## src/hdl/elevator_pkg.sv

```systemverilog
package elevator_pkg;

    ////////////////////////////////////////////////////////////////////////////
    // Widths that carry a meaning
    ////////////////////////////////////////////////////////////////////////////

    // Floor number, floor 1 is 0 and floor 11 is 10
    typedef logic [3:0]  floor_t;

    // One bit per floor, bit i is floor i+1
    typedef logic [10:0] floor_mask_t;

    // Motion FSM state code as seen on the elevator_state input
    typedef enum logic [5:0] {
        // Stopped at a floor, codes 0 to 10
        STOP_FL1 = 6'd0,
        STOP_FL2, STOP_FL3, STOP_FL4, STOP_FL5, STOP_FL6,
        STOP_FL7, STOP_FL8, STOP_FL9, STOP_FL10, STOP_FL11,
        // Travelling up, codes 11 to 20
        UP_F1_F2 = 6'd11,
        UP_F2_F3, UP_F3_F4, UP_F4_F5, UP_F5_F6,
        UP_F6_F7, UP_F7_F8, UP_F8_F9, UP_F9_F10, UP_F10_F11,
        // Travelling down, codes 21 to 30
        DOWN_F11_F10 = 6'd21,
        DOWN_F10_F9, DOWN_F9_F8, DOWN_F8_F7, DOWN_F7_F6,
        DOWN_F6_F5, DOWN_F5_F4, DOWN_F4_F3, DOWN_F3_F2, DOWN_F2_F1,
        EMERGENCY = 6'd31
    } car_state_t;

    ////////////////////////////////////////////////////////////////////////////
    // Constants
    ////////////////////////////////////////////////////////////////////////////

    localparam int NUM_FLOORS = 11;

    // Target floor after reset
    localparam floor_t FLOOR_BOTTOM = 4'd0;

    // Target code offered to the FSM during an emergency
    localparam floor_t FLOOR_EMERGENCY = 4'd15;

    // One slot per floor is enough for a full set of lamps in one bank
    localparam int QUEUE_DEPTH_DEFAULT = 11;

endpackage

```

## src/hdl/dispatch_control.sv

```systemverilog
`timescale 1ns/1ps

module dispatch_control (
    input  logic                     clock,
    input  logic                     reset_n,
    input  logic                     power_switch,
    input  logic                     emergency_btn,
    input  logic                     door_open_btn,
    input  logic                     door_close_btn,
    input  elevator_pkg::car_state_t elevator_state,
    input  elevator_pkg::floor_t     current_floor,
    input  elevator_pkg::floor_t     head_floor,
    input  logic                     empty,
    output logic                     pop,
    output logic                     serve,
    output logic                     flush,
    output elevator_pkg::floor_t     elevator_floor_selector,
    output logic                     direction_selector,
    output logic                     activate_elevator,
    output logic                     door_open_allowed,
    output logic                     door_close_allowed
);

    import elevator_pkg::*;

    logic car_stopped;
    logic serve_now;
    logic head_pending;
    logic head_above;

    ////////////////////////////////////////////////////////////////////////////
    // State decode
    ////////////////////////////////////////////////////////////////////////////

    // Stop states occupy the lowest codes
    assign car_stopped = (elevator_state <= STOP_FL11);

    // Requests are dropped while power is off or emergency is held
    assign flush = !power_switch || emergency_btn;

    // Head request exists and is somewhere other than here
    assign head_pending = !empty && (head_floor != current_floor);
    assign head_above   = (head_floor > current_floor);

    ////////////////////////////////////////////////////////////////////////////
    // Serve
    ////////////////////////////////////////////////////////////////////////////

    // Car is parked at the oldest request
    assign serve_now = car_stopped && power_switch && !emergency_btn &&
                       !empty && (head_floor == current_floor);

    // Queue pop and lamp clear act together
    assign pop   = serve_now;
    assign serve = serve_now;

    ////////////////////////////////////////////////////////////////////////////
    // Target, direction and activation
    ////////////////////////////////////////////////////////////////////////////

    always_ff @(posedge clock or negedge reset_n) begin
        if (!reset_n) begin
            elevator_floor_selector <= FLOOR_BOTTOM;
            direction_selector      <= 1'b1;
            activate_elevator       <= 1'b0;
        end else if (!power_switch) begin
            // Target and direction hold through power-off
            activate_elevator <= 1'b0;
        end else if (emergency_btn) begin
            elevator_floor_selector <= FLOOR_EMERGENCY;
            direction_selector      <= 1'b1;
            activate_elevator       <= 1'b0;
        end else begin
            // Only a stopped car takes a new target
            if (car_stopped && !empty) begin
                elevator_floor_selector <= head_floor;
                direction_selector      <= head_above;
            end
            activate_elevator <= car_stopped && head_pending;
        end
    end

    ////////////////////////////////////////////////////////////////////////////
    // Door permissions
    ////////////////////////////////////////////////////////////////////////////

    // Doors follow their buttons only when parked with power on
    always_comb begin
        door_open_allowed  = 1'b0;
        door_close_allowed = 1'b0;
        if (car_stopped && power_switch) begin
            door_open_allowed  = door_open_btn;
            door_close_allowed = door_close_btn;
        end
    end

endmodule

```

## src/hdl/floor_logic_top.sv

```systemverilog
`timescale 1ns/1ps

module floor_logic_top #(
    parameter int QUEUE_DEPTH = elevator_pkg::QUEUE_DEPTH_DEFAULT
) (
    input  logic                      clock,
    input  logic                      reset_n,
    input  elevator_pkg::floor_mask_t floor_call_buttons,
    input  elevator_pkg::floor_mask_t panel_buttons,
    input  logic                      door_open_btn,
    input  logic                      door_close_btn,
    input  logic                      emergency_btn,
    input  logic                      power_switch,
    input  elevator_pkg::floor_t      current_floor,
    input  elevator_pkg::car_state_t  elevator_state,
    output elevator_pkg::floor_t      elevator_floor_selector,
    output logic                      direction_selector,
    output logic                      activate_elevator,
    output logic                      door_open_allowed,
    output logic                      door_close_allowed,
    output elevator_pkg::floor_mask_t call_button_lights,
    output elevator_pkg::floor_mask_t panel_button_lights
);

    import elevator_pkg::*;

    // Latch to queue
    logic   panel_push;
    floor_t panel_push_floor;
    logic   call_push;
    floor_t call_push_floor;

    // Queue to dispatcher
    floor_t head_floor;
    logic   queue_empty;

    // Dispatcher strobes
    logic   pop;
    logic   serve;
    logic   flush;

    ////////////////////////////////////////////////////////////////////////////
    // Button banks, panel takes queue port a so it is written first
    ////////////////////////////////////////////////////////////////////////////

    request_latch panel_latch (
        .clock         (clock),
        .reset_n       (reset_n),
        .buttons       (panel_buttons),
        .current_floor (current_floor),
        .serve         (serve),
        .flush         (flush),
        .lights        (panel_button_lights),
        .push          (panel_push),
        .push_floor    (panel_push_floor)
    );

    request_latch call_latch (
        .clock         (clock),
        .reset_n       (reset_n),
        .buttons       (floor_call_buttons),
        .current_floor (current_floor),
        .serve         (serve),
        .flush         (flush),
        .lights        (call_button_lights),
        .push          (call_push),
        .push_floor    (call_push_floor)
    );

    ////////////////////////////////////////////////////////////////////////////
    // Request queue and dispatch
    ////////////////////////////////////////////////////////////////////////////

    request_queue #(
        .QUEUE_DEPTH (QUEUE_DEPTH)
    ) u_request_queue (
        .clock      (clock),
        .reset_n    (reset_n),
        .push_a     (panel_push),
        .push_b     (call_push),
        .floor_a    (panel_push_floor),
        .floor_b    (call_push_floor),
        .pop        (pop),
        .flush      (flush),
        .head_floor (head_floor),
        .empty      (queue_empty)
    );

    dispatch_control u_dispatch_control (
        .clock                   (clock),
        .reset_n                 (reset_n),
        .power_switch            (power_switch),
        .emergency_btn           (emergency_btn),
        .door_open_btn           (door_open_btn),
        .door_close_btn          (door_close_btn),
        .elevator_state          (elevator_state),
        .current_floor           (current_floor),
        .head_floor              (head_floor),
        .empty                   (queue_empty),
        .pop                     (pop),
        .serve                   (serve),
        .flush                   (flush),
        .elevator_floor_selector (elevator_floor_selector),
        .direction_selector      (direction_selector),
        .activate_elevator       (activate_elevator),
        .door_open_allowed       (door_open_allowed),
        .door_close_allowed      (door_close_allowed)
    );

endmodule

```

## src/hdl/request_latch.sv

```systemverilog
`timescale 1ns/1ps

module request_latch (
    input  logic                     clock,
    input  logic                     reset_n,
    input  elevator_pkg::floor_mask_t buttons,
    input  elevator_pkg::floor_t      current_floor,
    input  logic                     serve,
    input  logic                     flush,
    output elevator_pkg::floor_mask_t lights,
    output logic                     push,
    output elevator_pkg::floor_t      push_floor
);

    import elevator_pkg::*;

    floor_mask_t current_mask;
    floor_mask_t eligible;
    floor_mask_t set_mask;
    floor_mask_t clear_mask;
    logic        pick_valid;
    floor_t      pick_floor;

    ////////////////////////////////////////////////////////////////////////////
    // Request selection
    ////////////////////////////////////////////////////////////////////////////

    // An out of range floor code gives an empty mask
    assign current_mask = floor_mask_t'(1) << current_floor;

    // Pressed, not yet lit, and not the floor the car is at
    assign eligible = buttons & ~lights & ~current_mask;

    // Lowest eligible floor wins, the rest wait for a later cycle
    always_comb begin
        pick_valid = 1'b0;
        pick_floor = FLOOR_BOTTOM;
        for (int i = 0; i < NUM_FLOORS; i++) begin
            if (eligible[i] && !pick_valid) begin
                pick_valid = 1'b1;
                pick_floor = floor_t'(i);
            end
        end
    end

    // New request goes to the queue at the same edge that lights the lamp
    assign push       = pick_valid && !flush;
    assign push_floor = pick_floor;

    ////////////////////////////////////////////////////////////////////////////
    // Lamp register
    ////////////////////////////////////////////////////////////////////////////

    assign set_mask   = pick_valid ? (floor_mask_t'(1) << pick_floor) : '0;
    assign clear_mask = serve ? current_mask : '0;

    // Set and clear never touch the same bit since the current floor is excluded
    always_ff @(posedge clock or negedge reset_n) begin
        if (!reset_n) begin
            lights <= '0;
        end else if (flush) begin
            lights <= '0;
        end else begin
            lights <= (lights & ~clear_mask) | set_mask;
        end
    end

endmodule

```

## src/hdl/request_queue.sv

```systemverilog
`timescale 1ns/1ps

module request_queue #(
    parameter int QUEUE_DEPTH = elevator_pkg::QUEUE_DEPTH_DEFAULT
) (
    input  logic                 clock,
    input  logic                 reset_n,
    input  logic                 push_a,
    input  logic                 push_b,
    input  elevator_pkg::floor_t floor_a,
    input  elevator_pkg::floor_t floor_b,
    input  logic                 pop,
    input  logic                 flush,
    output elevator_pkg::floor_t head_floor,
    output logic                 empty
);

    import elevator_pkg::*;

    localparam int PTR_W = (QUEUE_DEPTH > 1) ? $clog2(QUEUE_DEPTH) : 1;
    localparam int CNT_W = $clog2(QUEUE_DEPTH + 1);

    localparam logic [PTR_W-1:0] LAST_PTR   = PTR_W'(QUEUE_DEPTH - 1);
    localparam logic [CNT_W-1:0] FULL_COUNT = CNT_W'(QUEUE_DEPTH);

    floor_t           mem [QUEUE_DEPTH];
    logic [PTR_W-1:0] wr_ptr;
    logic [PTR_W-1:0] rd_ptr;
    logic [PTR_W-1:0] wr_b_ptr;
    logic [CNT_W-1:0] count;
    logic [CNT_W-1:0] count_a;
    logic [CNT_W-1:0] count_next;
    logic             accept_a;
    logic             accept_b;
    logic             do_pop;

    // Pointer step with wrap, the depth need not be a power of two
    function automatic logic [PTR_W-1:0] ptr_inc(input logic [PTR_W-1:0] ptr);
        if (ptr == LAST_PTR) begin
            return '0;
        end
        return ptr + 1'b1;
    endfunction

    ////////////////////////////////////////////////////////////////////////////
    // Write and read qualification
    ////////////////////////////////////////////////////////////////////////////

    // Port a is written first, port b only if room is left after it
    assign accept_a = push_a && !flush && (count != FULL_COUNT);
    assign count_a  = count + CNT_W'(accept_a);
    assign accept_b = push_b && !flush && (count_a != FULL_COUNT);
    assign wr_b_ptr = accept_a ? ptr_inc(wr_ptr) : wr_ptr;

    assign do_pop = pop && !flush && (count != '0);

    assign count_next = count_a + CNT_W'(accept_b) - CNT_W'(do_pop);

    // Storage
    always_ff @(posedge clock) begin
        if (accept_a) begin
            mem[wr_ptr] <= floor_a;
        end
        if (accept_b) begin
            mem[wr_b_ptr] <= floor_b;
        end
    end

    ////////////////////////////////////////////////////////////////////////////
    // Pointers and occupancy
    ////////////////////////////////////////////////////////////////////////////

    always_ff @(posedge clock or negedge reset_n) begin
        if (!reset_n) begin
            wr_ptr <= '0;
            rd_ptr <= '0;
            count  <= '0;
            empty  <= 1'b1;
        end else if (flush) begin
            wr_ptr <= '0;
            rd_ptr <= '0;
            count  <= '0;
            empty  <= 1'b1;
        end else begin
            if (accept_b) begin
                wr_ptr <= ptr_inc(wr_b_ptr);
            end else if (accept_a) begin
                wr_ptr <= ptr_inc(wr_ptr);
            end
            if (do_pop) begin
                rd_ptr <= ptr_inc(rd_ptr);
            end
            count <= count_next;
            empty <= (count_next == '0);
        end
    end

    // Oldest request, valid whenever empty is low
    assign head_floor = mem[rd_ptr];

endmodule
```

## config.mk

```make
export PLATFORM = sky130hd
export DESIGN_NAME = floor_logic_top
export DESIGN_NICKNAME = d
export VERILOG_FILES = /design/src/hdl/elevator_pkg.sv /design/src/hdl/dispatch_control.sv /design/src/hdl/floor_logic_top.sv /design/src/hdl/request_latch.sv /design/src/hdl/request_queue.sv
export SDC_FILE = /design/constraint.sdc
export NUM_CORES = 1
export LEC_CHECK = 0
export BUFFER_PORTS_ARGS = -buffer_cell sky130_fd_sc_hd__buf_2
export CAP_MARGIN = 30
export CORE_ASPECT_RATIO = 0.75
export CORE_MARGIN = 3
export CORE_UTILIZATION = 60
export CTS_BUF_LIST = sky130_fd_sc_hd__clkbuf_4 sky130_fd_sc_hd__clkbuf_8
export DETAILED_ROUTE_END_ITERATION = 8
export PLACE_DENSITY_LB_ADDON = 0.05
export SLEW_MARGIN = 20
export SYNTH_ARGS = -nofsm -noshare
export SYNTH_HDL_FRONTEND = slang
export SYNTH_SLANG_ARGS = --single-unit
```

## constraint.sdc

```tcl
create_clock -name clock -period 5.1 [get_ports clock]
set_clock_uncertainty 0.05 [all_clocks]
set_input_delay 0 -clock clock [delete_from_list [all_inputs] [get_ports clock]]
set_output_delay 0 -clock clock [all_outputs]
set_load 0.01 [all_outputs]
```

# After elaboration in Yosys (flattened, before gate mapping)

Memories as Yosys holds them, arrays and structs flattened.
Cells that the tools add are included.

Add/sub/neg operators: 6
Order comparisons: 2
Equal/unequal tests: 7
Shift-type cells: 3
Mux-type cells: 84
Bitwise operators: 12
Reductions and logical operators: 66

Operator list:

| cell                                                            | count |
|---|---|
| two-way mux 4 bit                                               | 22 |
| bitwise AND 11 bit                                              | 6 |
| two-way mux 11 bit                                              | 5 |
| two-way mux 1 bit                                               | 45 |
| NOT 11 bit                                                      | 4 |
| logical AND 1 bit                                               | 35 |
| left shift 1 x 4 -> 11 bit (first input constant)               | 3 |
| zero test 1 bit                                                 | 24 |
| two-way mux 3 bit                                               | 8 |
| bitwise OR 11 bit                                               | 2 |
| adder 4 x 1 -> 4 bit (second input constant)                    | 3 |
| equality test 4 bit (second input constant)                     | 3 |
| adder 4 x 1 -> 4 bit                                            | 2 |
| two-way mux 2 bit                                               | 4 |
| != test 4 bit (second input constant)                           | 2 |
| less-or-equal comparator 6 x 4 -> 1 bit (second input constant) | 1 |
| equality test 4 bit                                             | 1 |
| > comparator 4 bit                                              | 1 |
| zero test 4 bit                                                 | 1 |
| != test 4 bit                                                   | 1 |
| nonzero test 2 bit                                              | 2 |
| nonzero test 4 bit                                              | 1 |
| subtractor 4 x 1 -> 4 bit                                       | 1 |
| nonzero test 3 bit                                              | 1 |
| other kinds (2)                                                 | 2 |

Register bits: 41
RAM bits: 44
Logic and storage cells: 190
Memories kept: 1

Memory list:

| memory              | words | bits a word | read ports | clocked after Yosys merged registers in | write ports | RTL line            | RTL |
|---|---|---|---|---|---|---|---|
| u_request_queue.mem | 11    | 4           | 1          | 0                                       | 2           | request_queue.sv:26 | `floor_t mem [QUEUE_DEPTH];` |

# Longest topological paths before layout

Gate-level depths: netlist of the first run.

Depth in word-level cells: 46
Gate-level depth with buffers: 22
Gate-level depth less buffers: 18

# Modules after synthesis

A second synthesis of the first run with hierarchy kept.

Cell total of the unflattened synthesis: 561
Area, all modules: 5805.6 sq um

Modules (own cells, without submodules):

| module           | instances | cells an instance | area an instance (sq um) | seq. area each (sq um) |
|---|---|---|---|---|
| request_queue    | 1         | 300               | 3552.2                   | 1647.8 |
| request_latch    | 2         | 106               | 903.4                    | 275.3 |
| dispatch_control | 1         | 49                | 446.7                    | 151.4 |

# Worst setup path after synthesis of the first run

No wires, ideal clock.

Path kind: register to register
Start: reg u_request_queue.rd_ptr[0]
End: reg u_request_queue.empty
Library setup time: 0.097 ns
Data arrival time: 4.033 ns
Path slack: 0.920 ns
Cell stages (with the launch flop): 17
Buffers on the path: 3
Period minus slack after synthesis: 4.180 ns
Path through: dfrtp_1 clkbuf_1 clkbuf_1 mux4_2 mux2i_1 o21ai_0 ha_1 nand4_1 or3_1 clkbuf_1 inv_1 ha_1 inv_1 ha_1 fa_1 and2_1 nor4_1

Longest elaborated chain between the ends: 8

RTL lines:

| item                            | RTL line               | RTL |
|---|---|---|
| start: declaration              | request_queue.sv:28    | `logic [PTR_W-1:0] rd_ptr;` |
| start signal: assignment        | request_queue.sv:91    | `rd_ptr <= ptr_inc(rd_ptr);` |
| memory read (11 x 4 bit)        | --                     |  |
| equality test 4 bit             | dispatch_control.sv:51 | `!empty && (head_floor == current_floor);` |
| logical AND 1 bit               | dispatch_control.sv:51 |  |
| logical AND 1 bit (2 in series) | request_queue.sv:55    | `assign do_pop = pop && !flush && (count != '0);` |
| subtractor 4 x 1 -> 4 bit       | request_queue.sv:57    | `assign count_next = count_a + CNT_W'(accept_b) - CNT_W'(do_pop);` |
| zero test 4 bit                 | request_queue.sv:94    | `empty <= (count_next == '0);` |
| two-way mux 1 bit               | request_queue.sv:79    | `end else if (flush) begin` |
| end signal: assignment          | request_queue.sv:94    |  |
| end: declaration                | request_queue.sv:15    | `output logic empty` |

Every way passes these cells.
A chain may end at the register's enable or synchronous reset.

# Final worst setup path of the first run

Start: reg panel_latch.lights[2]
End: reg u_request_queue.empty

Longest elaborated chain between the ends: 39

RTL lines:

| item                                 | RTL line            | RTL |
|---|---|---|
| start: declaration                   | request_latch.sv:10 | `output elevator_pkg::floor_mask_t lights,` |
| start signal: assignment             | request_latch.sv:64 | `lights <= (lights & ~clear_mask) \| set_mask;` |
| NOT 11 bit (*)                       | request_latch.sv:32 | `assign eligible = buttons & ~lights & ~current_mask;` |
| bitwise AND 11 bit (*) (2 in series) | request_latch.sv:32 |  |
| logical AND 1 bit (*)                | request_latch.sv:39 | `if (eligible[i] && !pick_valid) begin` |
| two-way mux 1 bit (*)                | request_latch.sv:39 |  |
| zero test 1 bit                      | request_latch.sv:39 |  |
| logical AND 1 bit                    | request_latch.sv:39 |  |
| two-way mux 1 bit (*)                | request_latch.sv:39 |  |
| zero test 1 bit                      | request_latch.sv:39 |  |
| [... 21 more ...]                    | --                  |  |
| logical AND 1 bit (*) (2 in series)  | request_queue.sv:50 | `assign accept_a = push_a && !flush && (count != FULL_COUNT);` |
| adder 4 x 1 -> 4 bit (*)             | request_queue.sv:51 | `assign count_a = count + CNT_W'(accept_a);` |
| != test 4 bit                        | request_queue.sv:52 | `assign accept_b = push_b && !flush && (count_a != FULL_COUNT);` |
| logical AND 1 bit                    | request_queue.sv:52 |  |
| adder 4 x 1 -> 4 bit (*)             | request_queue.sv:57 |  |
| subtractor 4 x 1 -> 4 bit (*)        | request_queue.sv:57 |  |
| zero test 4 bit (*)                  | request_queue.sv:94 |  |
| two-way mux 1 bit (*)                | request_queue.sv:79 |  |

Every way passes the cells marked *; elsewhere a longest branch is shown, timed or not.

==> results of run 1 <==
## cells by family (layout without fill, tap and decap cells)
kind of cell             after synthesis  after routing  synth area share, %
multiplexers                          64             64                 13.7
flip-flops                            85             85                 43.1
XOR/XNOR                               7              7                 1.26
adder cells (fa/ha/maj)               14             14                 3.35
AO/OA/AOI/OAI                        121            121                 15.5
AND/OR/NAND/NOR                      179            179                 18.6
buffers and inverters                 57            130                 4.54
## sequential cells by signal, summed over array words and instances (netlist names)
| register | count |
|---|---|
| u_dispatch_control.direction_selector | 1 |
| u_request_queue.empty | 1 |
| u_request_queue.rd_ptr | 4 |
| call_latch.lights | 11 |
| u_request_queue.wr_ptr | 4 |
| u_request_queue.mem | 44 |
| u_dispatch_control.elevator_floor_selector | 4 |
| u_dispatch_control.activate_elevator | 1 |
| panel_latch.lights | 11 |
| u_request_queue.count | 4 |
## cells in the final DEF (no fill, tap or decap), types with 3 or more instances in the layout
cell type / Yosys / layout
sky130_fd_sc_hd__a31oi_1: 5 / 5
sky130_fd_sc_hd__a211oi_1: 5 / 5
sky130_fd_sc_hd__o21ai_0: 34 / 34
sky130_fd_sc_hd__edfxtp_1: 44 / 44
sky130_fd_sc_hd__o21a_1: 3 / 3
sky130_fd_sc_hd__nor2b_1: 18 / 18
sky130_fd_sc_hd__nor2_1: 32 / 32
sky130_fd_sc_hd__inv_1: 20 / 20
sky130_fd_sc_hd__and2_1: 3 / 3
sky130_fd_sc_hd__nand3b_1: 5 / 5
sky130_fd_sc_hd__clkbuf_8: 0 / 9
sky130_fd_sc_hd__o32ai_1: 3 / 3
sky130_fd_sc_hd__nand4_1: 7 / 7
sky130_fd_sc_hd__nand4b_1: 3 / 3
sky130_fd_sc_hd__buf_4: 1 / 13
sky130_fd_sc_hd__o22ai_1: 3 / 3
sky130_fd_sc_hd__o22a_1: 4 / 4
sky130_fd_sc_hd__nand3_1: 17 / 17
sky130_fd_sc_hd__nand4bb_1: 5 / 5
sky130_fd_sc_hd__nand3_2: 3 / 3
sky130_fd_sc_hd__a21oi_1: 32 / 32
sky130_fd_sc_hd__nand2_1: 40 / 40
sky130_fd_sc_hd__or4b_1: 3 / 3
sky130_fd_sc_hd__xnor2_1: 5 / 5
sky130_fd_sc_hd__ha_1: 13 / 13
sky130_fd_sc_hd__or3_1: 3 / 3
sky130_fd_sc_hd__nor3_1: 11 / 11
sky130_fd_sc_hd__nor4_1: 4 / 4
sky130_fd_sc_hd__and3_1: 8 / 8
sky130_fd_sc_hd__mux4_2: 8 / 8
sky130_fd_sc_hd__a32o_1: 6 / 6
sky130_fd_sc_hd__dlygate4sd3_1: 0 / 11
sky130_fd_sc_hd__nand2b_1: 6 / 6
sky130_fd_sc_hd__mux2i_1: 54 / 54
sky130_fd_sc_hd__buf_2: 4 / 67
sky130_fd_sc_hd__dfrtp_1: 39 / 39
## layer usage
| layer | share of wire (%) | global-route usage, % | up-vias |
|---|---|---|---|
| met1 | 46 | 47.0 | 2184 |
| met2 | 43 | 42.0 | 256 |
| li1 | - | - | 2123 |
| met4 | 1.4 | 6.74 | 0 |
| met3 | 10 | 5.88 | 19 |
| met5 | 0 | 0 | - |
## worst min path at each step
| stage | slack (ns) | from | end |
|---|---|---|---|
| 2_1_floorplan | -0.35 | reset_n | call_latch.lights[0]$_DFF_PN0_ |
| 3_3_place_gp | 0.13 | reset_n | u_dispatch_control.elevator_floor_selector[3]$_DFFE_PN0P_ |
| 3_5_place_dp | 0.14 | reset_n | u_dispatch_control.elevator_floor_selector[1]$_DFFE_PN0P_ |
| 4_1_cts | 0.007 | floor_call_buttons[3] | call_latch.lights[3]$_DFF_PN0_ |
| 5_1_grt | 0.009 | reset_n | u_dispatch_control.elevator_floor_selector[3]$_DFFE_PN0P_ |
| 6_report | -0.003 | reset_n | u_dispatch_control.elevator_floor_selector[3]$_DFFE_PN0P_ |
## cell type report
| type | count | share of cell area (%) |
|---|---|---|
| multi-input combinational | 385 | 45.9 |
| tap | 108 | 2.17 |
| clock inverter | 6 | 1.55 |
| clock buffer | 10 | 2.11 |
| timing repair buffer | 92 | 9.06 |
| inverter | 22 | 1.37 |
| sequential | 85 | 37.8 |
## report_power, final
group	internal (W)	switching [W]	leakage, nW	total (W)
combinational	0.000147	0.000232	1.61	0.000380
clock	0.000288	0.000262	0.112	0.000550
sequential	0.000770	0.0000557	0.925	0.000826
total	0.00121	0.000551	2.65	0.00176
## timing repair
action                                 in CTS  in global routing
hold buffers                               11                  0
buffers inserted                            0                  0
endpoints found under the hold margin      50                  0
## cells in the mapped netlist (all sizes together) (7+ instances only)
library cell   n
clkbuf        26
buf            9
nand4          7
inv           22
nor2b         18
a21oi         34
nand3         20
nor3          11
nor2          32
edfxtp        44
mux2i         55
nand2         40
dfrtp         39
mux4           8
o21ai         34
and3           8
ha            13
## worst max-delay path, cell delays in order (launching register included)
cell and delay [ns]:
sky130_fd_sc_hd__dfrtp_1 0.37, sky130_fd_sc_hd__nand2b_1 0.15, sky130_fd_sc_hd__a2bb2oi_1 0.34, sky130_fd_sc_hd__and4b_2 0.35
sky130_fd_sc_hd__a21o_4 0.19, sky130_fd_sc_hd__inv_4 0.11, sky130_fd_sc_hd__ha_1 0.24, sky130_fd_sc_hd__ha_1 0.21
sky130_fd_sc_hd__xnor2_1 0.15, sky130_fd_sc_hd__ha_1 0.22, sky130_fd_sc_hd__a31oi_1 0.20, sky130_fd_sc_hd__a21bo_1 0.34
sky130_fd_sc_hd__inv_2 0.30, sky130_fd_sc_hd__ha_1 0.26, sky130_fd_sc_hd__fa_1 0.42, sky130_fd_sc_hd__and2_1 0.16
sky130_fd_sc_hd__nor4_1 0.30
## metrics by stage
step	instance area (um2)	setup slack, ns	hold WS [ns]	total power (W)
after global placement	5840	0.647	0.132	0.00119
after CTS	6190	0.659	0.00668	0.00175
after floorplan	5450	0.920	-0.346	0.00108
final	6210	0.643	-0.00320	0.00176
after detailed placement	5860	0.512	0.140	0.00120
after global routing	6210	0.306	0.00913	0.00182
==> results, run 1 <==
- The run finished, with violations left.
- The checks that failed: negative hold slack.
- The overall track demand over capacity in global routing is 29.7%.
- The layout has 615 filler cells.
- The post-route antenna net violation count is 0.
- The clock period minus worst slack is around 4.5 ns.
- The largest area contributor in the netlist is sky130_fd_sc_hd__edfxtp_1.
- The total die area is 10300 um2.
- After synthesis, the cell types taking the most area are sky130_fd_sc_hd__edfxtp_1 24%, sky130_fd_sc_hd__dfrtp_1 18%, sky130_fd_sc_hd__mux2i_1 9.9%.
- In this run the critical register-to-register path is captured at u_request_queue.empty$_DFF_PN1_.
- The clock insertion delay at the later pin of the skew report is between 0.3 and 0.4 ns.
- At the end of routability-driven placement, the weighted congestion stood at 0.938.
- At the pin with the least slew margin, the transition time is 0.784 ns.
- After layout, the worst path uses 87.4% of the clock period.
- The max capacitance violation total is 0.
- For this block, the routed nets add up to 14.9 mm of wire.
- In this run the number of H-tree levels came out at 3.
- The root buffer cell chosen for the clock tree is sky130_fd_sc_hd__clkbuf_8.
- The setup violation total in the final timing report is 0.
- The first element of the critical path is panel_latch.lights[2]$_DFF_PN0_.
- STA classifies the critical path startpoint as a register.
- The number of enable-type register cells in the synthesized netlist is 44.
- For this design the static power due to leakage is 2.65 nW.
- Entering global routing, the biggest net connects 42 pins.
- Once the floorplan was initialized, standard cells occupied around 63% of the core.
- Power spread over the standard cell area amounts to approximately 280 nW/um2.
- The timing-limited maximum frequency is 224 MHz.
- The kind of critical path is register to register.
- The maximum count of clock buffers along a single path is 2.
- In this run the worst path has a maximum fanout of 16.
- After clock tree synthesis, the clock-pin slew on the worst setup and hold paths is ~0.09 ns.
- The fraction of final layout cells sized beyond drive strength 1 is 21.7%.
- The kind of end point of the critical path is a register.
- The first-pass iteration count of the detailed router is 5.
- The startpoint identified for the worst register-to-register timing path is panel_latch.lights[2]$_DFF_PN0_.
- The critical path ends at u_request_queue.empty$_DFF_PN1_.
- The DRC violation count after routing is 0.
- The quantity of gates resized following cts is 0.
- Buffers placed on the I/O ports in this run total 67.
- The number of warnings reported in the yosys synthesis log is 0.
- A synthesized cell averages a little over 10 um2.
- The worst register-to-register path has a depth of 16.
- Using the TritonRoute via totals, the vias-per-cell ratio works out to roughly 6.5.
- The number of buffers created by CTS is 9.
- Measured against its own limit, the worst slew margin works out to 47.2%.
- The floorplan step set the die height to 88.6 um.
- The synthesized net count is roughly 580.
- The via count of the first global-routing pass is around 4200.
- Registers take between 2000 and 2500 um2.
- The synthesized flop and latch total is 85.
- The top cell type by area accounts for 24.2% of the synthesized area.
- The number of hold-slack violations in the final timing report came to 4.
- The final hold slack is -0.00320 ns.
- TritonCTS built the clock tree.
- The end-of-flow core utilization is 72.0%.
- The via count is 4582.
- In this run the core area contains 29 standard-cell rows.
- From synthesis to final layout, the design area changed by 14.0%.
- Summing the sequential cell areas from Yosys gives 43.1% of the chip area.
- VDD sags by at most approximately 310 uV.
- After floorplanning, the core was sized to cover 8640 um2.
- The final instance count without filler cells is 708.
- The number of antenna violations at the first check in global routing is 0.
- After detailed routing, the average wire length per cell comes to 21.0 um.
- The die is 116 um wide.
- The wire-length estimate of the detail-placed layout is 10.8 mm.
- Counting flops with an async set or reset pin after synthesis yields a share of 48.2%.
- The register-to-register path setup slack is 0.64 ns.
- The cell total after placement is 680.
- The multi-input combinational cells in the finished layout cover a total of 2850 um2.
- The max-slew violation total from the final report is 0.
- For this design the top-level I/O count stands at 68.
- Among all flip-flop cells after synthesis, the most frequent one is sky130_fd_sc_hd__edfxtp_1.
- The post-route setup TNS is 0 ns.
- The number of nets in the layout is approximately 650.
- The arrival time reported for the critical path endpoint is between 4 and 5 ns.
- In this run the worst hold path is classified as input port to async pin.
- Setup repair after global routing left no endpoint under its margin.
- The wire length of the first global-routing pass is 23.1 mm.
- The endpoint required time on the critical path is 5.31 ns.
- After technology mapping, the gate count stands at 527.
- For this block, the initial DRC count from the detailed router was between 400 and 500.
- The number of antenna diodes in the final layout is 0.
- The number of unique standard cell types used by synthesis is 73.
- The CTS sink count is 85.
- The area of the mapped netlist is 5450 um2.
- The final global-route overflow total is 0.
Note: power is estimated with default switching activity, not from simulation.
==> run 2: changes to the inputs <==
--- a/config.mk
+++ b/config.mk
@@ -8,11 +8,12 @@
 export BUFFER_PORTS_ARGS = -buffer_cell sky130_fd_sc_hd__buf_2
 export CAP_MARGIN = 30
 export CORE_ASPECT_RATIO = 0.75
-export CORE_MARGIN = 3
+export CORE_MARGIN = 5
 export CORE_UTILIZATION = 60
 export CTS_BUF_LIST = sky130_fd_sc_hd__clkbuf_4 sky130_fd_sc_hd__clkbuf_8
 export DETAILED_ROUTE_END_ITERATION = 8
-export PLACE_DENSITY_LB_ADDON = 0.05
+export PLACE_DENSITY = 0.87
+export SETUP_SLACK_MARGIN = 0.1
 export SLEW_MARGIN = 20
 export SYNTH_ARGS = -nofsm -noshare
 export SYNTH_HDL_FRONTEND = slang
==> run 2 against run 1 <==
The flow now finishes without violations; maximum frequency decreased by 3.6%; flip-flop and latch count unchanged; critical path depth decreased by 2; critical endpoint is now u_request_queue.mem[4][3]$_DFFE_PP_; largest cell class unchanged; highest routed layer unchanged.
==> results, run 2 (synthesis results as in run 1) <==
- The flow ran to the end, and the final reports show no timing, DRC or antenna violations.
- From left edge to right edge, the die measures roughly 120 um.
- The post-CTS setup repair buffer count is 0.
- The finished layout cell area is 6190 um2.
- The first global-routing pass estimated 24.0 mm of wire.
- After the flow finishes, the layout carries non-filler instances totaling about 710.
- Summed over all cells, the static leakage comes to 2.63 nW.
- The fraction of final layout cells sized beyond drive strength 1 is 21.5%.
- The via count of the first global-routing pass is 4480.
- The die covers 11100 um2.
- TritonCTS built the clock tree.
- The post-synthesis to final-layout area growth is 13.6%.
- The detailed router finished its first iteration with 522 violations.
- For the finished layout, the period the worst path requires is 4.62 ns.
- Measured against its own limit, the worst slew margin works out to 49.4%.
- The worst setup path is captured at a register.
- At the placement stage, the worst setup path has a slack of roughly 0.54 ns.
- For this run, design rule violations remaining after detail routing come to 0.
- The clock-pin slew on the worst setup and hold paths is 0.10 ns.
- For the final routed database, the setup TNS stands at 0 ns.
- The root buffer cell chosen for the clock tree is sky130_fd_sc_hd__clkbuf_8.
- The chip height is 92.6 um.
- The I/O pin count is 68.
- The number of I/O port buffers is 67.
- The estimated wirelength of the detail-placed design is 10.9 mm.
- The number of nets in the layout is 648.
- The clock insertion delay at the later pin of the skew report is 0.37 ns.
- The setup path with the least slack is of type register to register.
- The number of hold-slack violations in the final timing report is 0.
- In this run the remaining antenna-violating nets after routing total 0.
- The count of standard-cell rows is 30.
- After detailed placement, the design holds a cell count of 683.
- For this run, the slowest stage of the critical path takes 0.61 ns.
- In the layout the commonest cells are 67 x sky130_fd_sc_hd__buf_2, 54 x sky130_fd_sc_hd__mux2i_1, 44 x sky130_fd_sc_hd__edfxtp_1.
- The max-slew violation total from the final report was 0.
- The H-tree was split into 3 levels.
- The final hold slack is roughly 0.0044 ns.
- The critical path's slowest cell is sky130_fd_sc_hd__o32ai_1.
- The worst-case IR drop observed on VDD is 246 uV.
- The final layout contains routed wiring with a total length of 14.9 mm.
- Across the run, the number of max-cap violations was 0.
- The endpoint required time on the critical path is 5.07 ns.
- The path category of the worst min-delay check is input port to async pin.
- In the final layout, the registers with the most flip-flops are u_request_queue.mem (44), call_latch.lights (11), panel_latch.lights (11).
- The reg-to-reg critical path startpoint is panel_latch.lights[1]$_DFF_PN0_.
- For this design the ratio of total power to cell area is 269 nW/um2.
- The kind of launch point of the worst setup path is a register.
- Setup repair after global routing left no endpoint under its margin.
- The core box area is ~9000 um2.
- The CTS sink count is 85.
- The pre-antenna-repair detailed-routing pass consisted of 4 iterations.
- The pin count of the biggest net entering global routing is 42.
- Setup slack on the critical path of the routed design comes to 0.477 ns.
- The via density per instance is about 6.6.
- The final global-route overflow total is 0.
- The most common cell after layout, fill and taps aside is sky130_fd_sc_hd__buf_2.
- The flip-flop count of the largest register after layout is 44.
- The number of antenna violations at the first check in global routing is 0.
- The repair_antennas step left the layout with diodes totalling 0.
- Gates resized during post-CTS repair numbered 0.
- The number of fill cells is 650.
- The most flop-heavy register is u_request_queue.mem.
- The timing-limited maximum frequency is 216 MHz.
- Across every metal layer, demand over resource in global routing totals 27.7%.
- The final RePlAce weighted congestion is 0.969.
- For this block, the via count after detailed routing is 4711.
- The arrival time reported for the critical path endpoint is 4.59 ns.
- After detailed placement, the total cell area comes to 5850 um2.
- The maximum count of clock buffers along a single path is 2.
- The transition at the pin with the smallest max-transition slack is 0.751 ns.
- Across all register-to-register paths, the minimum setup slack is 0.48 ns.
- Counting cells, the worst reg-to-reg path comes to 14.
- Walking the worst path, the cells encountered are o32ai_1 > and4b_2 > a21o_4 > inv_4 > ha_1 > ha_1 > xnor2_1 > ha_1 > a31oi_1 > a21bo_1 > inv_2 > nand3_1 > or3_1 > a21oi_1.
- The number of buffers created by CTS is 9.
- The library cell appearing most often on the critical path is sky130_fd_sc_hd__ha_1.
- The maximum fanout encountered on the critical timing path is 16.
- Setup violations remaining at the end of the flow were counted as 0.
- Once the floorplan was initialized, standard cells occupied 60.8% of the core.
- The final critical path takes up between 90% and 100% of the cycle.
- The end of the worst register-to-register path is u_request_queue.mem[4][3]$_DFFE_PP_.
- The mean routed wirelength per cell is 20.9 um.
-- run 2: routing by layer --
metal | routed length [um] | vias up | global-route usage [%]
met2 | 6430 | 312 | 40.3
met5 | 0 | - | 0
met1 | 6520 | 2252 | 41.9
li1 | - | 2117 | -
met4 | 308 | 0 | 8.20
met3 | 1620 | 30 | 5.31
-- run 2: layout make-up --
type                    count  area [um2]  share of cell area (%)
clock inverters             6        55.1                   0.889
repair buffers             93         576                    9.30
well taps                 112         140                    2.26
flip-flops and latches     85        2350                    38.0
inverters                  22        85.1                    1.37
multi-input cells         385        2850                    46.1
clock buffers              10         131                    2.12
-- run 2: worst max path at each step --
stage,startpoint,to,cells after the start
2_1_floorplan,u_request_queue.rd_ptr[0]$_DFFE_PN0P_,u_request_queue.empty$_DFF_PN1_,16
3_5_place_dp,current_floor[0],u_request_queue.mem[4][0]$_DFFE_PP_,16
6_report,panel_latch.lights[1]$_DFF_PN0_,u_request_queue.mem[4][3]$_DFFE_PP_,14
5_1_grt,panel_latch.lights[1]$_DFF_PN0_,u_request_queue.mem[4][3]$_DFFE_PP_,14
4_1_cts,panel_latch.lights[1]$_DFF_PN0_,u_request_queue.mem[4][3]$_DFFE_PP_,14
3_3_place_gp,current_floor[0],u_request_queue.mem[4][0]$_DFFE_PP_,16
-- run 2: repair_timing --
action | in CTS | in global routing
setup endpoints to repair | 0 | 0
endpoints found under the hold margin | 53 | 0
hold buffers | 13 | 0
-- run 2: metrics by stage --
step	util, %	total power, W
floorplan	-	0.00108
global placement	65.1	0.00119
detailed placement	65.3	0.00120
CTS	68.8	0.00165
global route	69.0	0.00174
finish	69.0	0.00167
-- run 2: worst max-delay path: cells and delay by family (launching register included) --
| family | cells | cell delay, ns |
|---|---|---|
| AOI/OAI and AO/OA | 5 | 1.79 |
| DFF | 1 | 0.42 |
| and+or+nand+nor | 3 | 0.83 |
| adders and majority gates | 3 | 0.59 |
| xor gates and xnor gates | 1 | 0.10 |
| buffers and inverters | 2 | 0.48 |
-- run 2: power by group --
group,switching (W),internal [W]
logic,0.000231,0.000148
clock network,0.000270,0.000192
registers,0.0000557,0.000770
total,0.000556,0.00111
